File: config.mk
export PLATFORM = sky130hd
export DESIGN_NAME = errata_poly_gen
export DESIGN_NICKNAME = d
export VERILOG_FILES = /design/src/hw/gf_pkg.sv /design/src/hw/mea_pkg.sv /design/src/hw/gf_mult.sv /design/src/hw/poly_ram.sv /design/src/hw/poly_bank.sv /design/src/hw/coef_loader.sv /design/src/hw/mea_core.sv /design/src/hw/errata_out.sv /design/src/hw/errata_poly_gen.sv
export VERILOG_INCLUDE_DIRS = /design/src /design/src/hw
export SDC_FILE = /design/constraint.sdc
export NUM_CORES = 2
export LEC_CHECK = 0
export BUFFER_PORTS_ARGS = -buffer_cell sky130_fd_sc_hd__buf_2
export CORE_ASPECT_RATIO = 1.5
export CORE_UTILIZATION = 55
export CTS_CLUSTER_SIZE = 8
export DETAILED_ROUTE_END_ITERATION = 8
export PLACE_DENSITY = 0.71
export SYNTH_ARGS = -nofsm -noshare
export SYNTH_HDL_FRONTEND = slang
export SYNTH_SLANG_ARGS = --single-unit
File: constraint.sdc
create_clock -name clock -period 8.4 [get_ports clock]
set_input_delay 1.26 -clock clock [delete_from_list [all_inputs] [get_ports clock]]
set_output_delay 1.26 -clock clock [all_outputs]
set_load 0.02 [all_outputs]
File: src/hw/rs_defines.svh
`ifndef RS_DEFINES_SVH
`define RS_DEFINES_SVH

// bits per symbol
`define RS_SYM_WIDTH 8

// largest no_of_parity
`define RS_MAX_PARITY 16

// coefficients per polynomial memory
`define RS_POLY_DEPTH 32

// low byte of x^8+x^4+x^3+x^2+1
`define RS_GF_POLY 8'h1D

`endif

File: src/hw/gf_pkg.sv
`include "rs_defines.svh"

package gf_pkg;

	// one field symbol
	typedef logic [`RS_SYM_WIDTH-1:0] gf_elem_t;

	// degree, coefficient address or count
	typedef logic [$clog2(`RS_POLY_DEPTH)-1:0] deg_t;

endpackage

File: src/hw/mea_pkg.sv
package mea_pkg;

	// which working polynomial
	typedef enum logic [1:0] {
		poly_u = 2'd0,
		poly_q = 2'd1,
		poly_r = 2'd2,
		poly_l = 2'd3
	} poly_id_t;

	typedef enum logic [2:0] {
		st_idle,
		st_init,
		st_trim_r,
		st_trim_q,
		st_decide,
		st_update,
		st_done
	} mea_state_t;

endpackage

File: src/hw/gf_mult.sv
`include "rs_defines.svh"

module gf_mult (
	input  gf_pkg::gf_elem_t a,
	input  gf_pkg::gf_elem_t b,
	output gf_pkg::gf_elem_t p
);
	import gf_pkg::*;

	always_comb
	begin
		gf_elem_t acc;
		gf_elem_t sh;
		acc = '0;
		sh = a;
		for (int i = 0; i < `RS_SYM_WIDTH; i++)
		begin
			if (b[i])
				acc = acc ^ sh; // add this partial product
			// multiply by x and fold back
			sh = {sh[`RS_SYM_WIDTH-2:0], 1'b0} ^ (sh[`RS_SYM_WIDTH-1] ? `RS_GF_POLY : '0);
		end
		p = acc;
	end

endmodule

File: src/hw/poly_ram.sv
`include "rs_defines.svh"

module poly_ram (
	input  logic             clock,
	input  logic             wr_en,
	input  gf_pkg::deg_t     wr_addr,
	input  gf_pkg::gf_elem_t wr_data,
	input  gf_pkg::deg_t     rd_addr_a,
	input  gf_pkg::deg_t     rd_addr_b,
	output gf_pkg::gf_elem_t rd_data_a,
	output gf_pkg::gf_elem_t rd_data_b
);
	import gf_pkg::*;

	gf_elem_t mem [`RS_POLY_DEPTH];

	always_ff @(posedge clock)
	begin
		if (wr_en)
			mem[wr_addr] <= wr_data;
		rd_data_a <= mem[rd_addr_a]; // old data on a same-address write
		rd_data_b <= mem[rd_addr_b]; // shifted operand
	end

endmodule

File: src/hw/poly_bank.sv
module poly_bank (
	input  logic             clock,
	input  logic             core_owns,
	input  logic [3:0]       ld_wr_en,
	input  gf_pkg::deg_t     ld_wr_addr [4],
	input  gf_pkg::gf_elem_t ld_wr_data [4],
	input  logic [3:0]       core_wr_en,
	input  gf_pkg::deg_t     core_wr_addr,
	input  gf_pkg::gf_elem_t core_wr_data_r,
	input  gf_pkg::gf_elem_t core_wr_data_q,
	input  gf_pkg::gf_elem_t core_wr_data_l,
	input  gf_pkg::gf_elem_t core_wr_data_u,
	input  gf_pkg::deg_t     rd_addr_a [4],
	input  gf_pkg::deg_t     rd_addr_b [4],
	input  gf_pkg::deg_t     out_rd_addr,
	output gf_pkg::gf_elem_t rd_data_a [4],
	output gf_pkg::gf_elem_t rd_data_b [4]
);
	import gf_pkg::*;
	import mea_pkg::*;

	gf_elem_t core_data [4];

	assign core_data[poly_u] = core_wr_data_u;
	assign core_data[poly_q] = core_wr_data_q;
	assign core_data[poly_r] = core_wr_data_r;
	assign core_data[poly_l] = core_wr_data_l;

	for (genvar p = 0; p < 4; p++)
	begin : g_poly
		logic     wr_en;
		deg_t     wr_addr;
		gf_elem_t wr_data;
		deg_t     ra;
		// L and R are read back by the output stage when the core is off
		localparam bit out_port = (p == poly_r) || (p == poly_l);

		assign wr_en   = core_owns ? core_wr_en[p] : ld_wr_en[p];
		assign wr_addr = core_owns ? core_wr_addr : ld_wr_addr[p];
		assign wr_data = core_owns ? core_data[p] : ld_wr_data[p];
		assign ra      = (out_port && !core_owns) ? out_rd_addr : rd_addr_a[p];

		poly_ram u_ram (
			.clock     (clock),
			.wr_en     (wr_en),
			.wr_addr   (wr_addr),
			.wr_data   (wr_data),
			.rd_addr_a (ra),
			.rd_addr_b (rd_addr_b[p]),
			.rd_data_a (rd_data_a[p]),
			.rd_data_b (rd_data_b[p])
		);
	end

	// loader and core never share a cycle
	a_no_ld_write: assert property (@(posedge clock) core_owns |-> ld_wr_en == '0);

endmodule

File: src/hw/coef_loader.sv
`include "rs_defines.svh"

module coef_loader (
	input  logic             clock,
	input  logic             reset,
	input  logic             syndr_wr,
	input  gf_pkg::deg_t     syndr_addr,
	input  gf_pkg::gf_elem_t syndr_coef,
	input  logic             erasure_wr,
	input  gf_pkg::deg_t     erasure_addr,
	input  gf_pkg::gf_elem_t erasure_coef,
	input  gf_pkg::deg_t     no_of_parity,
	input  gf_pkg::deg_t     no_of_erasures,
	input  logic             init,
	output logic             init_done,
	output logic [3:0]       wr_en,
	output gf_pkg::deg_t     wr_addr [4],
	output gf_pkg::gf_elem_t wr_data [4]
);
	import gf_pkg::*;
	import mea_pkg::*;

	logic sweeping;
	deg_t sweep_addr;

	always_ff @(posedge clock)
	begin
		if (reset)
		begin
			sweeping <= 1'b0;
			sweep_addr <= '0;
			init_done <= 1'b0;
		end
		else
		begin
			init_done <= 1'b0;
			if (init)
			begin
				sweeping <= 1'b1;
				sweep_addr <= '0;
			end
			else if (sweeping)
			begin
				sweep_addr <= sweep_addr + 1'b1;
				if (sweep_addr == deg_t'(`RS_POLY_DEPTH - 1))
				begin
					sweeping <= 1'b0;
					init_done <= 1'b1; // last address written on this edge
				end
			end
		end
	end

	always_comb
	begin
		wr_en = '0;
		for (int p = 0; p < 4; p++)
		begin
			wr_addr[p] = sweep_addr;
			wr_data[p] = '0;
		end
		if (sweeping)
		begin
			wr_en[poly_r] = 1'b1;
			wr_data[poly_r] = gf_elem_t'(sweep_addr == no_of_parity); // x^parity
			wr_en[poly_l] = 1'b1;
			wr_en[poly_q] = sweep_addr >= no_of_parity; // keep the syndrome
			if (no_of_erasures == '0)
			begin
				wr_en[poly_u] = 1'b1;
				wr_data[poly_u] = gf_elem_t'(sweep_addr == '0); // U = 1
			end
			else
				wr_en[poly_u] = sweep_addr > no_of_erasures; // keep G(x)
		end
		else
		begin
			if (syndr_wr)
			begin
				wr_en[poly_q] = 1'b1;
				wr_addr[poly_q] = syndr_addr;
				wr_data[poly_q] = syndr_coef;
			end
			if (erasure_wr)
			begin
				wr_en[poly_u] = 1'b1;
				wr_addr[poly_u] = erasure_addr;
				wr_data[poly_u] = erasure_coef;
			end
		end
	end

endmodule

File: src/hw/mea_core.sv
`include "rs_defines.svh"

module mea_core (
	input  logic                clock,
	input  logic                reset,
	input  logic                start,
	input  gf_pkg::deg_t        no_of_parity,
	input  gf_pkg::deg_t        no_of_erasures,
	output logic                busy,
	output logic                done,
	output gf_pkg::deg_t        locator_degree,
	output mea_pkg::mea_state_t state,
	output logic                core_owns,
	output logic                ld_init,
	input  logic                ld_init_done,
	input  gf_pkg::gf_elem_t    rd_data_a [4],
	input  gf_pkg::gf_elem_t    rd_data_b [4],
	output gf_pkg::deg_t        rd_addr_a [4],
	output gf_pkg::deg_t        rd_addr_b [4],
	output logic [3:0]          wr_en,
	output gf_pkg::deg_t        wr_addr,
	output gf_pkg::gf_elem_t    wr_data_r,
	output gf_pkg::gf_elem_t    wr_data_q,
	output gf_pkg::gf_elem_t    wr_data_l,
	output gf_pkg::gf_elem_t    wr_data_u
);
	import gf_pkg::*;
	import mea_pkg::*;

	localparam int CW = $clog2(`RS_POLY_DEPTH) + 1;

	deg_t deg_r, deg_q, deg_l, deg_u;
	deg_t shift, iter_cnt;
	gf_elem_t lead_r, lead_q, lead_a, lead_b;
	logic swap, trim_wait, step_r, step_q;
	logic [CW-1:0] pass_cnt, rd_j;
	logic rd_fire;
	deg_t rd_i;
	logic swap_now;
	deg_t diff, grow, keep;
	logic v1, neg1, v2;
	deg_t addr1;
	gf_elem_t x1, y1, x2, y2, p1, p2, p3, p4;

	assign busy = (state != st_idle) && (state != st_done);
	assign core_owns = busy && (state != st_init); // loader sweeps during init

	assign step_r = (state == st_trim_r) && !trim_wait && rd_data_a[poly_r] == '0 && deg_r != '0;
	assign step_q = (state == st_trim_q) && rd_data_a[poly_q] == '0 && deg_q != '0;

	// update pass walks from the top so shifted reads see old data
	assign rd_i = deg_t'(`RS_POLY_DEPTH - 1) - deg_t'(pass_cnt);
	assign rd_j = {1'b0, rd_i} - {1'b0, shift};
	assign rd_fire = (state == st_update) && (pass_cnt < CW'(`RS_POLY_DEPTH));

	always_comb
	begin
		for (int p = 0; p < 4; p++)
		begin
			rd_addr_a[p] = rd_i;
			rd_addr_b[p] = rd_j[CW-2:0];
		end
		if (state != st_update)
		begin
			// look ahead so trimming takes one cycle per coefficient
			rd_addr_a[poly_r] = step_r ? deg_r - 1'b1 : deg_r;
			rd_addr_a[poly_q] = step_q ? deg_q - 1'b1 : deg_q;
		end
	end

	// decide-state arithmetic
	assign swap_now = deg_r < deg_q;
	assign diff = swap_now ? deg_q - deg_r : deg_r - deg_q;
	assign grow = swap_now ? deg_l + diff : deg_u + diff;
	assign keep = swap_now ? deg_u : deg_l;

	assign lead_a = swap ? lead_r : lead_q; // lead of Q after swap
	assign lead_b = swap ? lead_q : lead_r; // lead of R after swap

	always_ff @(posedge clock)
	begin
		if (reset)
		begin
			state <= st_idle;
			done <= 1'b0;
			ld_init <= 1'b0;
			locator_degree <= '0;
			trim_wait <= 1'b0;
			swap <= 1'b0;
			pass_cnt <= '0;
			iter_cnt <= '0;
		end
		else
		begin
			done <= 1'b0;
			ld_init <= 1'b0;
			case (state)
				st_idle, st_done:
					if (start)
					begin
						ld_init <= 1'b1;
						state <= st_init;
					end
				st_init:
					if (ld_init_done)
					begin
						deg_r <= no_of_parity;
						deg_q <= no_of_parity - 1'b1;
						deg_l <= '0;
						deg_u <= no_of_erasures; // 0 when U = 1
						iter_cnt <= '0;
						swap <= 1'b0;
						trim_wait <= 1'b1;
						state <= st_trim_r;
					end
				st_trim_r:
					if (trim_wait)
						trim_wait <= 1'b0; // first read in flight
					else if (step_r)
						deg_r <= deg_r - 1'b1;
					else
					begin
						lead_r <= rd_data_a[poly_r];
						state <= st_trim_q;
					end
				st_trim_q:
					if (step_q)
						deg_q <= deg_q - 1'b1;
					else
					begin
						lead_q <= rd_data_a[poly_q];
						state <= st_decide;
					end
				st_decide:
					if (deg_r < deg_l || iter_cnt == no_of_parity)
					begin
						locator_degree <= deg_l;
						done <= 1'b1;
						state <= st_done;
					end
					else
					begin
						swap <= swap_now;
						shift <= diff;
						deg_l <= (grow > keep) ? grow : keep;
						if (swap_now)
						begin
							deg_r <= deg_q;
							deg_q <= deg_r;
							deg_u <= deg_l;
						end
						iter_cnt <= iter_cnt + 1'b1;
						pass_cnt <= '0;
						state <= st_update;
					end
				st_update:
				begin
					pass_cnt <= pass_cnt + 1'b1;
					if (pass_cnt == CW'(`RS_POLY_DEPTH + 1))
					begin
						trim_wait <= 1'b1;
						state <= st_trim_r;
					end
				end
				default:
					state <= st_idle;
			endcase
		end
	end

	// stage 1 operands, memory data arrives here
	assign x1 = swap ? rd_data_a[poly_q] : rd_data_a[poly_r];
	assign y1 = neg1 ? '0 : (swap ? rd_data_b[poly_r] : rd_data_b[poly_q]);
	assign x2 = swap ? rd_data_a[poly_u] : rd_data_a[poly_l];
	assign y2 = neg1 ? '0 : (swap ? rd_data_b[poly_l] : rd_data_b[poly_u]);

	gf_mult u_mult_r_a (.a(lead_a), .b(x1), .p(p1));
	gf_mult u_mult_r_b (.a(lead_b), .b(y1), .p(p2));
	gf_mult u_mult_l_a (.a(lead_a), .b(x2), .p(p3));
	gf_mult u_mult_l_b (.a(lead_b), .b(y2), .p(p4));

	always_ff @(posedge clock)
	begin
		if (reset)
		begin
			v1 <= 1'b0;
			v2 <= 1'b0;
		end
		else
		begin
			v1 <= rd_fire;
			v2 <= v1;
		end
	end

	always_ff @(posedge clock)
	begin
		addr1 <= rd_i;
		neg1 <= rd_j[CW-1]; // below x^0 reads as zero
		wr_addr <= addr1;
		wr_data_r <= p1 ^ p2;
		wr_data_l <= p3 ^ p4;
		wr_data_q <= rd_data_a[poly_r]; // old R into Q on swap
		wr_data_u <= rd_data_a[poly_l];
	end

	always_comb
	begin
		wr_en = '0;
		wr_en[poly_r] = v2;
		wr_en[poly_l] = v2;
		wr_en[poly_q] = v2 && swap;
		wr_en[poly_u] = v2 && swap;
	end

	a_start_idle: assert property (@(posedge clock) disable iff (reset) busy |-> !start);
	a_shift_range: assert property (@(posedge clock) disable iff (reset)
		(state == st_update) |-> shift <= no_of_parity);

endmodule

File: src/hw/errata_out.sv
`include "rs_defines.svh"

module errata_out (
	input  logic                clock,
	input  logic                reset,
	input  logic                start,
	input  mea_pkg::mea_state_t state,
	input  logic                send_coefs,
	output gf_pkg::deg_t        rd_addr,
	input  gf_pkg::gf_elem_t    rd_data_l,
	input  gf_pkg::gf_elem_t    rd_data_r,
	output logic                coef_valid,
	output gf_pkg::deg_t        coef_addr,
	output gf_pkg::gf_elem_t    loc_coef,
	output gf_pkg::gf_elem_t    mag_coef
);
	import gf_pkg::*;
	import mea_pkg::*;

	localparam int CW = $clog2(`RS_POLY_DEPTH) + 1;

	logic [CW-1:0] next_addr; // one past the end when finished
	logic fire, v1;
	deg_t a1;

	assign fire = (state == st_done) && send_coefs && !start &&
		(next_addr < CW'(`RS_POLY_DEPTH));
	assign rd_addr = deg_t'(next_addr);

	always_ff @(posedge clock)
	begin
		if (reset)
		begin
			next_addr <= '0;
			v1 <= 1'b0;
			coef_valid <= 1'b0;
		end
		else
		begin
			if (start)
				next_addr <= '0; // new decode rewinds
			else if (fire)
				next_addr <= next_addr + 1'b1;
			v1 <= fire;
			coef_valid <= v1;
		end
	end

	always_ff @(posedge clock)
	begin
		a1 <= rd_addr;
		coef_addr <= a1;
		loc_coef <= rd_data_l;
		mag_coef <= rd_data_r;
	end

	// core leaves L and R alone while a read is in flight
	a_read_in_done: assert property (@(posedge clock) disable iff (reset)
		v1 |-> state == st_done);

endmodule

File: src/hw/errata_poly_gen.sv
module errata_poly_gen (
	input  logic             clock,
	input  logic             reset,
	input  logic             syndr_wr,
	input  gf_pkg::deg_t     syndr_addr,
	input  gf_pkg::gf_elem_t syndr_coef,
	input  logic             erasure_wr,
	input  gf_pkg::deg_t     erasure_addr,
	input  gf_pkg::gf_elem_t erasure_coef,
	input  gf_pkg::deg_t     no_of_parity,
	input  gf_pkg::deg_t     no_of_erasures,
	input  logic             start,
	input  logic             send_coefs,
	output logic             busy,
	output logic             done,
	output gf_pkg::deg_t     locator_degree,
	output logic             coef_valid,
	output gf_pkg::deg_t     coef_addr,
	output gf_pkg::gf_elem_t loc_coef,
	output gf_pkg::gf_elem_t mag_coef
);
	import gf_pkg::*;
	import mea_pkg::*;

	logic ld_init, ld_init_done, core_owns;
	logic [3:0] ld_wr_en, core_wr_en;
	deg_t ld_wr_addr [4];
	gf_elem_t ld_wr_data [4];
	deg_t core_rd_addr_a [4], core_rd_addr_b [4];
	gf_elem_t rd_data_a [4], rd_data_b [4];
	deg_t core_wr_addr, out_rd_addr;
	gf_elem_t wr_data_r, wr_data_q, wr_data_l, wr_data_u;
	mea_state_t state;

	coef_loader u_loader (
		.clock (clock), .reset (reset),
		.syndr_wr (syndr_wr), .syndr_addr (syndr_addr), .syndr_coef (syndr_coef),
		.erasure_wr (erasure_wr), .erasure_addr (erasure_addr), .erasure_coef (erasure_coef),
		.no_of_parity (no_of_parity), .no_of_erasures (no_of_erasures),
		.init (ld_init), .init_done (ld_init_done),
		.wr_en (ld_wr_en), .wr_addr (ld_wr_addr), .wr_data (ld_wr_data)
	);

	poly_bank u_bank (
		.clock (clock), .core_owns (core_owns),
		.ld_wr_en (ld_wr_en), .ld_wr_addr (ld_wr_addr), .ld_wr_data (ld_wr_data),
		.core_wr_en (core_wr_en), .core_wr_addr (core_wr_addr),
		.core_wr_data_r (wr_data_r), .core_wr_data_q (wr_data_q),
		.core_wr_data_l (wr_data_l), .core_wr_data_u (wr_data_u),
		.rd_addr_a (core_rd_addr_a), .rd_addr_b (core_rd_addr_b),
		.out_rd_addr (out_rd_addr),
		.rd_data_a (rd_data_a), .rd_data_b (rd_data_b)
	);

	mea_core u_core (
		.clock (clock), .reset (reset), .start (start),
		.no_of_parity (no_of_parity), .no_of_erasures (no_of_erasures),
		.busy (busy), .done (done), .locator_degree (locator_degree),
		.state (state), .core_owns (core_owns),
		.ld_init (ld_init), .ld_init_done (ld_init_done),
		.rd_data_a (rd_data_a), .rd_data_b (rd_data_b),
		.rd_addr_a (core_rd_addr_a), .rd_addr_b (core_rd_addr_b),
		.wr_en (core_wr_en), .wr_addr (core_wr_addr),
		.wr_data_r (wr_data_r), .wr_data_q (wr_data_q),
		.wr_data_l (wr_data_l), .wr_data_u (wr_data_u)
	);

	errata_out u_out (
		.clock (clock), .reset (reset), .start (start),
		.state (state), .send_coefs (send_coefs),
		.rd_addr (out_rd_addr),
		.rd_data_l (rd_data_a[poly_l]), .rd_data_r (rd_data_a[poly_r]),
		.coef_valid (coef_valid), .coef_addr (coef_addr),
		.loc_coef (loc_coef), .mag_coef (mag_coef)
	);

endmodule

# Word level (Yosys, flattened, before mapping)
# Memories as Yosys holds them, arrays and structs flattened. A register that Yosys moved wholly into a read port is not among the register bits.
# Cells that the tools add are included.
[word_totals]
reg_bits = 134
ramBits = 1024
in_bits = 42
out_inout_bits = 29
elab_cells = 311
n_memories = 4
[mem_list]
columns = ["name", "depth", "width", "read_ports", "rd_clocked_by_memory_dff", "wr", "line", "rtl"]
rows = [
  ["u_bank.g_poly[0].u_ram.mem", 32, 8, 2, 2, 1, "poly_ram.sv:15", "gf_elem_t mem [`RS_POLY_DEPTH];"],
  ["u_bank.g_poly[1].u_ram.mem", 32, 8, 2, 2, 1, "poly_ram.sv:15", ""],
  ["u_bank.g_poly[2].u_ram.mem", 32, 8, 2, 2, 1, "poly_ram.sv:15", ""],
  ["u_bank.g_poly[3].u_ram.mem", 32, 8, 2, 2, 1, "poly_ram.sv:15", ""],
]
[classes]
addsub = 13
n_lt_le_gt_ge = 7
eq_ne = 21
muxes = 136
bitwise = 52
reduce_logical = 46
[op_table]
columns = ["operator", "count"]
rows = [
  ["8-bit two-way mux", 48],
  ["8-bit XOR", 30],
  ["5-bit two-way mux", 40],
  ["8-bit by 5-bit XOR with 8-bit output", 14],
  ["5-bit one-hot mux with 2 select lines", 3],
  ["5-bit one-hot mux with 3 select lines", 2],
  ["1-bit two-way mux", 27],
  ["10-bit two-way mux", 2],
  ["3-bit two-way mux", 6],
  ["3-bit one-hot mux with 6 select lines", 1],
  ["8-bit zero test", 2],
  ["5-bit by 1-bit subtractor with 5-bit output, second input constant", 3],
  ["2-bit inequality test, second input constant", 7],
  ["6-bit by 1-bit adder with 6-bit output, second input constant", 2],
  ["1-bit logical AND", 12],
  ["6-bit less-than comparator, second input constant", 2],
  ["6-bit one-hot mux with 2 select lines", 1],
  ["3-bit AND reduction", 4],
  ["6-bit AND reduction", 2],
  ["3-bit nonzero test", 4],
  ["5-bit by 1-bit adder with 5-bit output, second input constant", 2],
  ["5-bit adder", 2],
  ["5-bit == test", 2],
  ["5-bit greater-than comparator", 2],
  ["29 further kinds", 55],
]

# Longest topological paths before layout
[logic_depth]
ltp_word = 18
depth_mapped = 23
ltp_nobuf = 22

# By module
# Synthesis repeated with hierarchy kept, for this count alone.
[hier_totals]
cells_unflattened = 3731
hier_area_um2 = 62736.4
[modules_own_cells]
columns = ["module", "n_inst", "cells_per_inst", "area_each_um2", "seq_area_each_um2"]
rows = [
  ["poly_ram", 4, 532, 12208.0, 8007.7],
  ["mea_core", 1, 639, 6095.8, 2592.5],
  ["gf_mult", 4, 173, 1224.9, 0.0],
  ["coef_loader", 1, 129, 1026.0, 140.1],
  ["poly_bank", 1, 73, 959.7, 0.0],
  ["errata_out", 1, 70, 923.4, 680.7],
]

# Least setup slack after synthesis
# Ideal clock, no wire load.
[synth_timing]
path_type = "register to register"
startpoint = "register u_core.deg_q[1]"
endpoint = "register u_core.deg_l[0] (data pin)"
setup_ns = 0.266
t_arrival_ns = 4.632
required_time_ns = 8.134
path_slack_ns = 3.502
stages_incl_launch_ff = 22
path_buffers = 1
period_less_slack_ns = 4.898
cell_sequence = "edfxtp_1 inv_1 ha_1 nor2b_1 o21ai_0 a21boi_0 o21a_1 nor2_1 clkbuf_1 mux2_2 ha_1 or3_1 o21ai_0 a31oi_1 xnor2_1 xor2_1 ha_1 nor2b_1 o22ai_1 nor2_1 a21oi_1 nor2_1"
[synth_between]
elab_chain_cells = 8
elab_cells_between_ends = 12
classes_between = "add/sub: 4; order compare: 2; mux: 6"
[synth_rtl]
columns = ["element", "line", "rtl"]
rows = [
  ["start: declaration", "mea_core.sv:32", "deg_t deg_r, deg_q, deg_l, deg_u;"],
  ["start signal: assignment", "mea_core.sv:108", "deg_q <= no_of_parity - 1'b1;"],
  ["start signal: assignment", "mea_core.sv:128", "deg_q <= deg_q - 1'b1;"],
  ["start signal: assignment", "mea_core.sv:149", "deg_q <= deg_r;"],
  ["5-bit subtractor / 5-bit less-than comparator (equally long branches)", "mea_core.sv:73, mea_core.sv:72", ""],
  ["5-bit two-way mux", "mea_core.sv:73", "assign diff = swap_now ? deg_q - deg_r : deg_r - deg_q;"],
  ["5-bit adder", "mea_core.sv:74", "assign grow = swap_now ? deg_l + diff : deg_u + diff;"],
  ["5-bit two-way mux", "mea_core.sv:74", ""],
  ["5-bit greater-than comparator", "mea_core.sv:145", "deg_l <= (grow > keep) ? grow : keep;"],
  ["5-bit two-way mux *", "mea_core.sv:145", ""],
  ["5-bit two-way mux *", "mea_core.sv:135", "if (deg_r < deg_l || iter_cnt == no_of_parity)"],
  ["5-bit one-hot mux with 2 select lines *", "mea_core.sv:97", "case (state)"],
  ["end signal: assignment", "mea_core.sv:145", ""],
  ["end: declaration", "mea_core.sv:32", ""],
]
# Mark *: on every way between the ends. The rest lies on a longest branch, timed or not. The select of a mux whose other input is x is not followed.
# A chain may end at the register's enable or synchronous reset.

# Worst setup path after layout
[layout_timing]
startpoint = "register u_core.deg_q[1]"
endpoint = "register u_core.deg_l[0] (data pin)"
[layout_between]
elab_chain_cells = 8
elab_cells_between_ends = 12
classes_between = "add/sub: 4; order compare: 2; mux: 6"
[layout_rtl]
columns = ["element", "line", "rtl"]
rows = [
  ["5-bit subtractor / 5-bit less-than comparator (equally long branches)", "mea_core.sv:73, mea_core.sv:72", ""],
  ["5-bit two-way mux *", "mea_core.sv:73", ""],
  ["named net u_core.diff[2]", "mea_core.sv:40", "deg_t diff, grow, keep;"],
  ["5-bit adder", "mea_core.sv:74", ""],
  ["5-bit two-way mux *", "mea_core.sv:74", ""],
  ["5-bit greater-than comparator *", "mea_core.sv:145", ""],
  ["5-bit two-way mux *", "mea_core.sv:145", ""],
  ["5-bit two-way mux *", "mea_core.sv:135", ""],
  ["5-bit one-hot mux with 2 select lines *", "mea_core.sv:97", ""],
]
# The timed path passes the listed nets; every way through them passes the cells marked *. The select of a mux whose other input is x is not followed.

==> results.toml <==
[critical_path]
reg2reg_setup_slack_ns = 3.02
reg2reg_from = "u_core.deg_q[1]$_DFFE_PP_"
crit_fanout = 23
worst_setup_path_endpoint = "u_core.deg_l[0]$_SDFFCE_PN0P_"
startpoint = "u_core.deg_q[1]$_DFFE_PP_"
worst_setup_path_end_kind = "register"
timing_worst_setup_path_type = "register to register"
required_ns = 8.93
cp.arrival_ns = 5.90
cp-start-kind = "register"
regToRegEndpoint = "u_core.deg_l[0]$_SDFFCE_PN0P_"
timing.reg2reg.worst_path_depth = 22

[cells_and_area]
regArea_um2 = 35100
areaGrowthSynthToFinish_pct = 11.5
fillCellCount = 8047
finalCoreUtilization = 0.620
drive_gt1_frac = 0.193
num-nets-final = 4657
fin_area_um2 = 68300
multi_input_area_um2 = 25200
instances_no_fill = 6129

[synth]
post_synth_inst_count = 4530
mappedNetlistArea_um2 = 61200
postSynthNetCount = 4622
synthDominantCellAreaShare = 0.522
synthFlopType = "edfxtp_1"
synth-edff-count = 1065
synth-async-reset-ratio = 0
leading_post_synthesis_cells_by_cell_area = "edfxtp_1, mux4_2, dfxtp_1"
post-synth-top-area-cell = "edfxtp_1"
yosys_warnings = 0
postSynthAreaPerCell_um2 = 13.5
synth_seq_cells = 1222
synthDistinctLibCells = 80
sequential_cell_area_fraction_in_the_yosys_report = 0.574

[routing]
highest-signal-layer = "met5"
drt.antenna.violating_nets = 0
dr.pass1.iters = 8
met3RoutedLength_um = 17900
routed_wire_length_um = 186000
drcViolationCount = 4
vias_per_cell = 6.75
drtIter0Drc = 5656
wl_met1_um = 62400
via_count = 41400
drt-wirelength-per-cell_um = 30.4
routed-wl-met2_um = 91400

[clock_tree]
clk_latency_ns = 0.81
cts_post_setup_buffers_inserted = 0
post_cts_resize_count = 0
tritoncts = "done"
ctsRootBufferMaster = "clkbuf_16"
cts-root-to-sink-buffers = 3
clock_sink_count = 1222
htree_levels = 4
clkSlewWorstSetupHoldPaths_ns = 0.06
cts_inserted_buffers = 170
cts_hold_buffers = 0

[placement]
post_placement_cell_area_um2 = 63400
dp_cells = 5827
gp_routability_congestion = 0.941
buffer_ports.inserted = 70
hpwl_um = 119000

[sta]
period_utilization = 0.640
max_freq_mhz = 186
hold_violation_count_in_the_final_report = 0
fin_worst_hold_slack_ns = 0.323
final.setup_skew_ns = 0.0389
tightest_pin_transition_ns = 1.33
fin_setup_tns_ns = 0
finalMaxSlewViolations = 0
rsz_0062_raised_after_global_routing = "no"
max_slew_margin = 0.102
setup_viol = 0
post-route-min-period_ns = 5.38

[floorplan]
floorplan.die.width_um = 274
chipHeight_um = 411
floorplan.core_area_um2 = 110000
io-pin-count = 71
die-area_um2 = 113000
start_util = 0.556
site_row_count = 149

[outcome]
run_status = "finished, violations left"
failed_checks = "design-rule violations"

[flow_run]
maxCapViolations = 0

[global_routing]
grt_antenna_before_repair = 7
via_count_of_the_first_global_routing_pass = 41300
gr-total-overflow = 0
largest_net_degree_at_the_start_of_global_routing = 129
globalRouteTotalUtil = 0.333
grt_first_pass_wirelength_um = 270000

[pwr]
vdd.ir_drop.worst_uv = 337
static_leakage_nw = 23.0
power.density_cell_area_nw_per_um2 = 365

[worst_hold_path]
timing.hold.worst.class = "register to register"
where the power goes:
part           internal (W)  leakage (nW)  switching [W]
sequential          0.00803          11.1       0.000475
combinational       0.00353          9.60        0.00654
clock               0.00377          2.32        0.00259
how the worst min path moves through the flow:
stage                       startpoint                    endpoint  slack (ns)  cells past startpoint
6_report           u_out.a1[1]$_DFF_P_  u_out.coef_addr[1]$_DFF_P_        0.32                      0
5_1_grt        u_core.addr1[2]$_DFF_P_   u_core.wr_addr[2]$_DFF_P_        0.33                      0
4_1_cts        u_core.addr1[2]$_DFF_P_   u_core.wr_addr[2]$_DFF_P_        0.32                      0
3_5_place_dp   u_core.addr1[3]$_DFF_P_   u_core.wr_addr[3]$_DFF_P_        0.31                      0
3_3_place_gp       u_out.a1[4]$_DFF_P_  u_out.coef_addr[4]$_DFF_P_        0.31                      0
2_1_floorplan  u_core.addr1[0]$_DFF_P_   u_core.wr_addr[0]$_DFF_P_        0.31                      0
layout make-up:
cell class	count	share of cell area
diodes	4	0.000147
clock buffers	284	0.0686
clock inverters	14	0.00304
inverters	52	0.00286
multi-input cells	2956	0.368
flip-flops and latches	1222	0.515
well taps	1434	0.0263
repair buffers	163	0.0163
registers in the layout (all words and copies together) (netlist names), 6 cells and up:
| name | count |
|---|---|
| u_out.next_addr | 6 |
| u_core.wr_data_l | 8 |
| u_out.mag_coef | 8 |
| u_core.lead_q | 8 |
| u_out.loc_coef | 8 |
| u_core.pass_cnt | 6 |
| u_bank.g_poly.u_ram.mem | 1024 |
| u_bank.g_poly.u_ram.rd_data_b | 32 |
| u_core.wr_data_r | 8 |
| u_bank.g_poly.u_ram.rd_data_a | 32 |
| u_core.lead_r | 8 |
logic make-up after synthesis:
logic type	synth area share
buffers and inverters	0.0227
and+or+nand+nor	0.111
muxes	0.184
xor gates and xnor gates	0.0443
AOI/OAI and AO/OA	0.0539
adders and majority gates	0.0107
DFF	0.574
cells in the mapped netlist, drive strengths merged (45+ instances only):
library cell / n
nor2: 361
ha: 47
nand2: 705
buf: 86
mux4: 421
xor2: 69
a21oi: 94
mux2: 46
o21ai: 57
xnor2: 241
inv: 52
and2: 45
dfxtp: 157
edfxtp: 1065
and3: 74
clkbuf: 214
nand3: 195
mux2i: 125
stage by stage:
| stage | setup slack [ns] | total power, W |
|---|---|---|
| floorplan | 3.50 | 0.0150 |
| detailed placement | 3.11 | 0.0184 |
| global placement | 3.07 | 0.0183 |
| global route | 2.71 | 0.0258 |
| CTS | 3.07 | 0.0248 |
| finish | 3.02 | 0.0249 |
per-layer routing:
| metal | vias to the layer above | track usage |
|---|---|---|
| met5 | - | 0 |
| met4 | 4 | 0.233 |
| met3 | 688 | 0.0679 |
| met2 | 2638 | 0.546 |
| met1 | 20600 | 0.394 |
| li1 | 17400 | - |
critical path: stages (launching register included):
cell,delay (ns)
edfxtp_1,0.47
inv_1,0.20
ha_1,0.26
nor2b_1,0.13
o21ai_0,0.23
a21boi_0,0.19
o21a_1,0.23
nor2_1,0.09
buf_4,0.28
mux2i_1,0.25
xnor2_1,0.17
ha_1,0.30
or3_1,0.38
o21ai_0,0.08
a31oi_1,0.07
xnor2_1,0.20
xor2_1,0.25
ha_1,0.29
nor2b_1,0.14
o22ai_1,0.62
nor2_1,0.08
a21oi_1,0.14
nor2_1,0.05
layout by cell type (no fill, tap or decap), drive strengths merged, types with 9 or more instances in the layout:
cell type and instances:
and4 10, o211ai 19, a22oi 14, a311oi 42, nor3 41, dfxtp 157
a221o 33, and3 74, o21a 9, nand2 705, buf 163, a211oi 34
nand3 195, inv 60, a21oi 94, clkbuf 284, o311ai 26, a22o 9
nand2b 13, a221oi 11, mux4 421, and2 45, xnor2 241, o221ai 11
nor2 361, mux2 46, or2 14, nor2b 21, ha 47, mux2i 125
a31oi 22, edfxtp 1065, o21ai 57, xor2 69, o22ai 23, nand4 25
a21o 12, o31ai 14
Power figures use the tool's default switching activity.
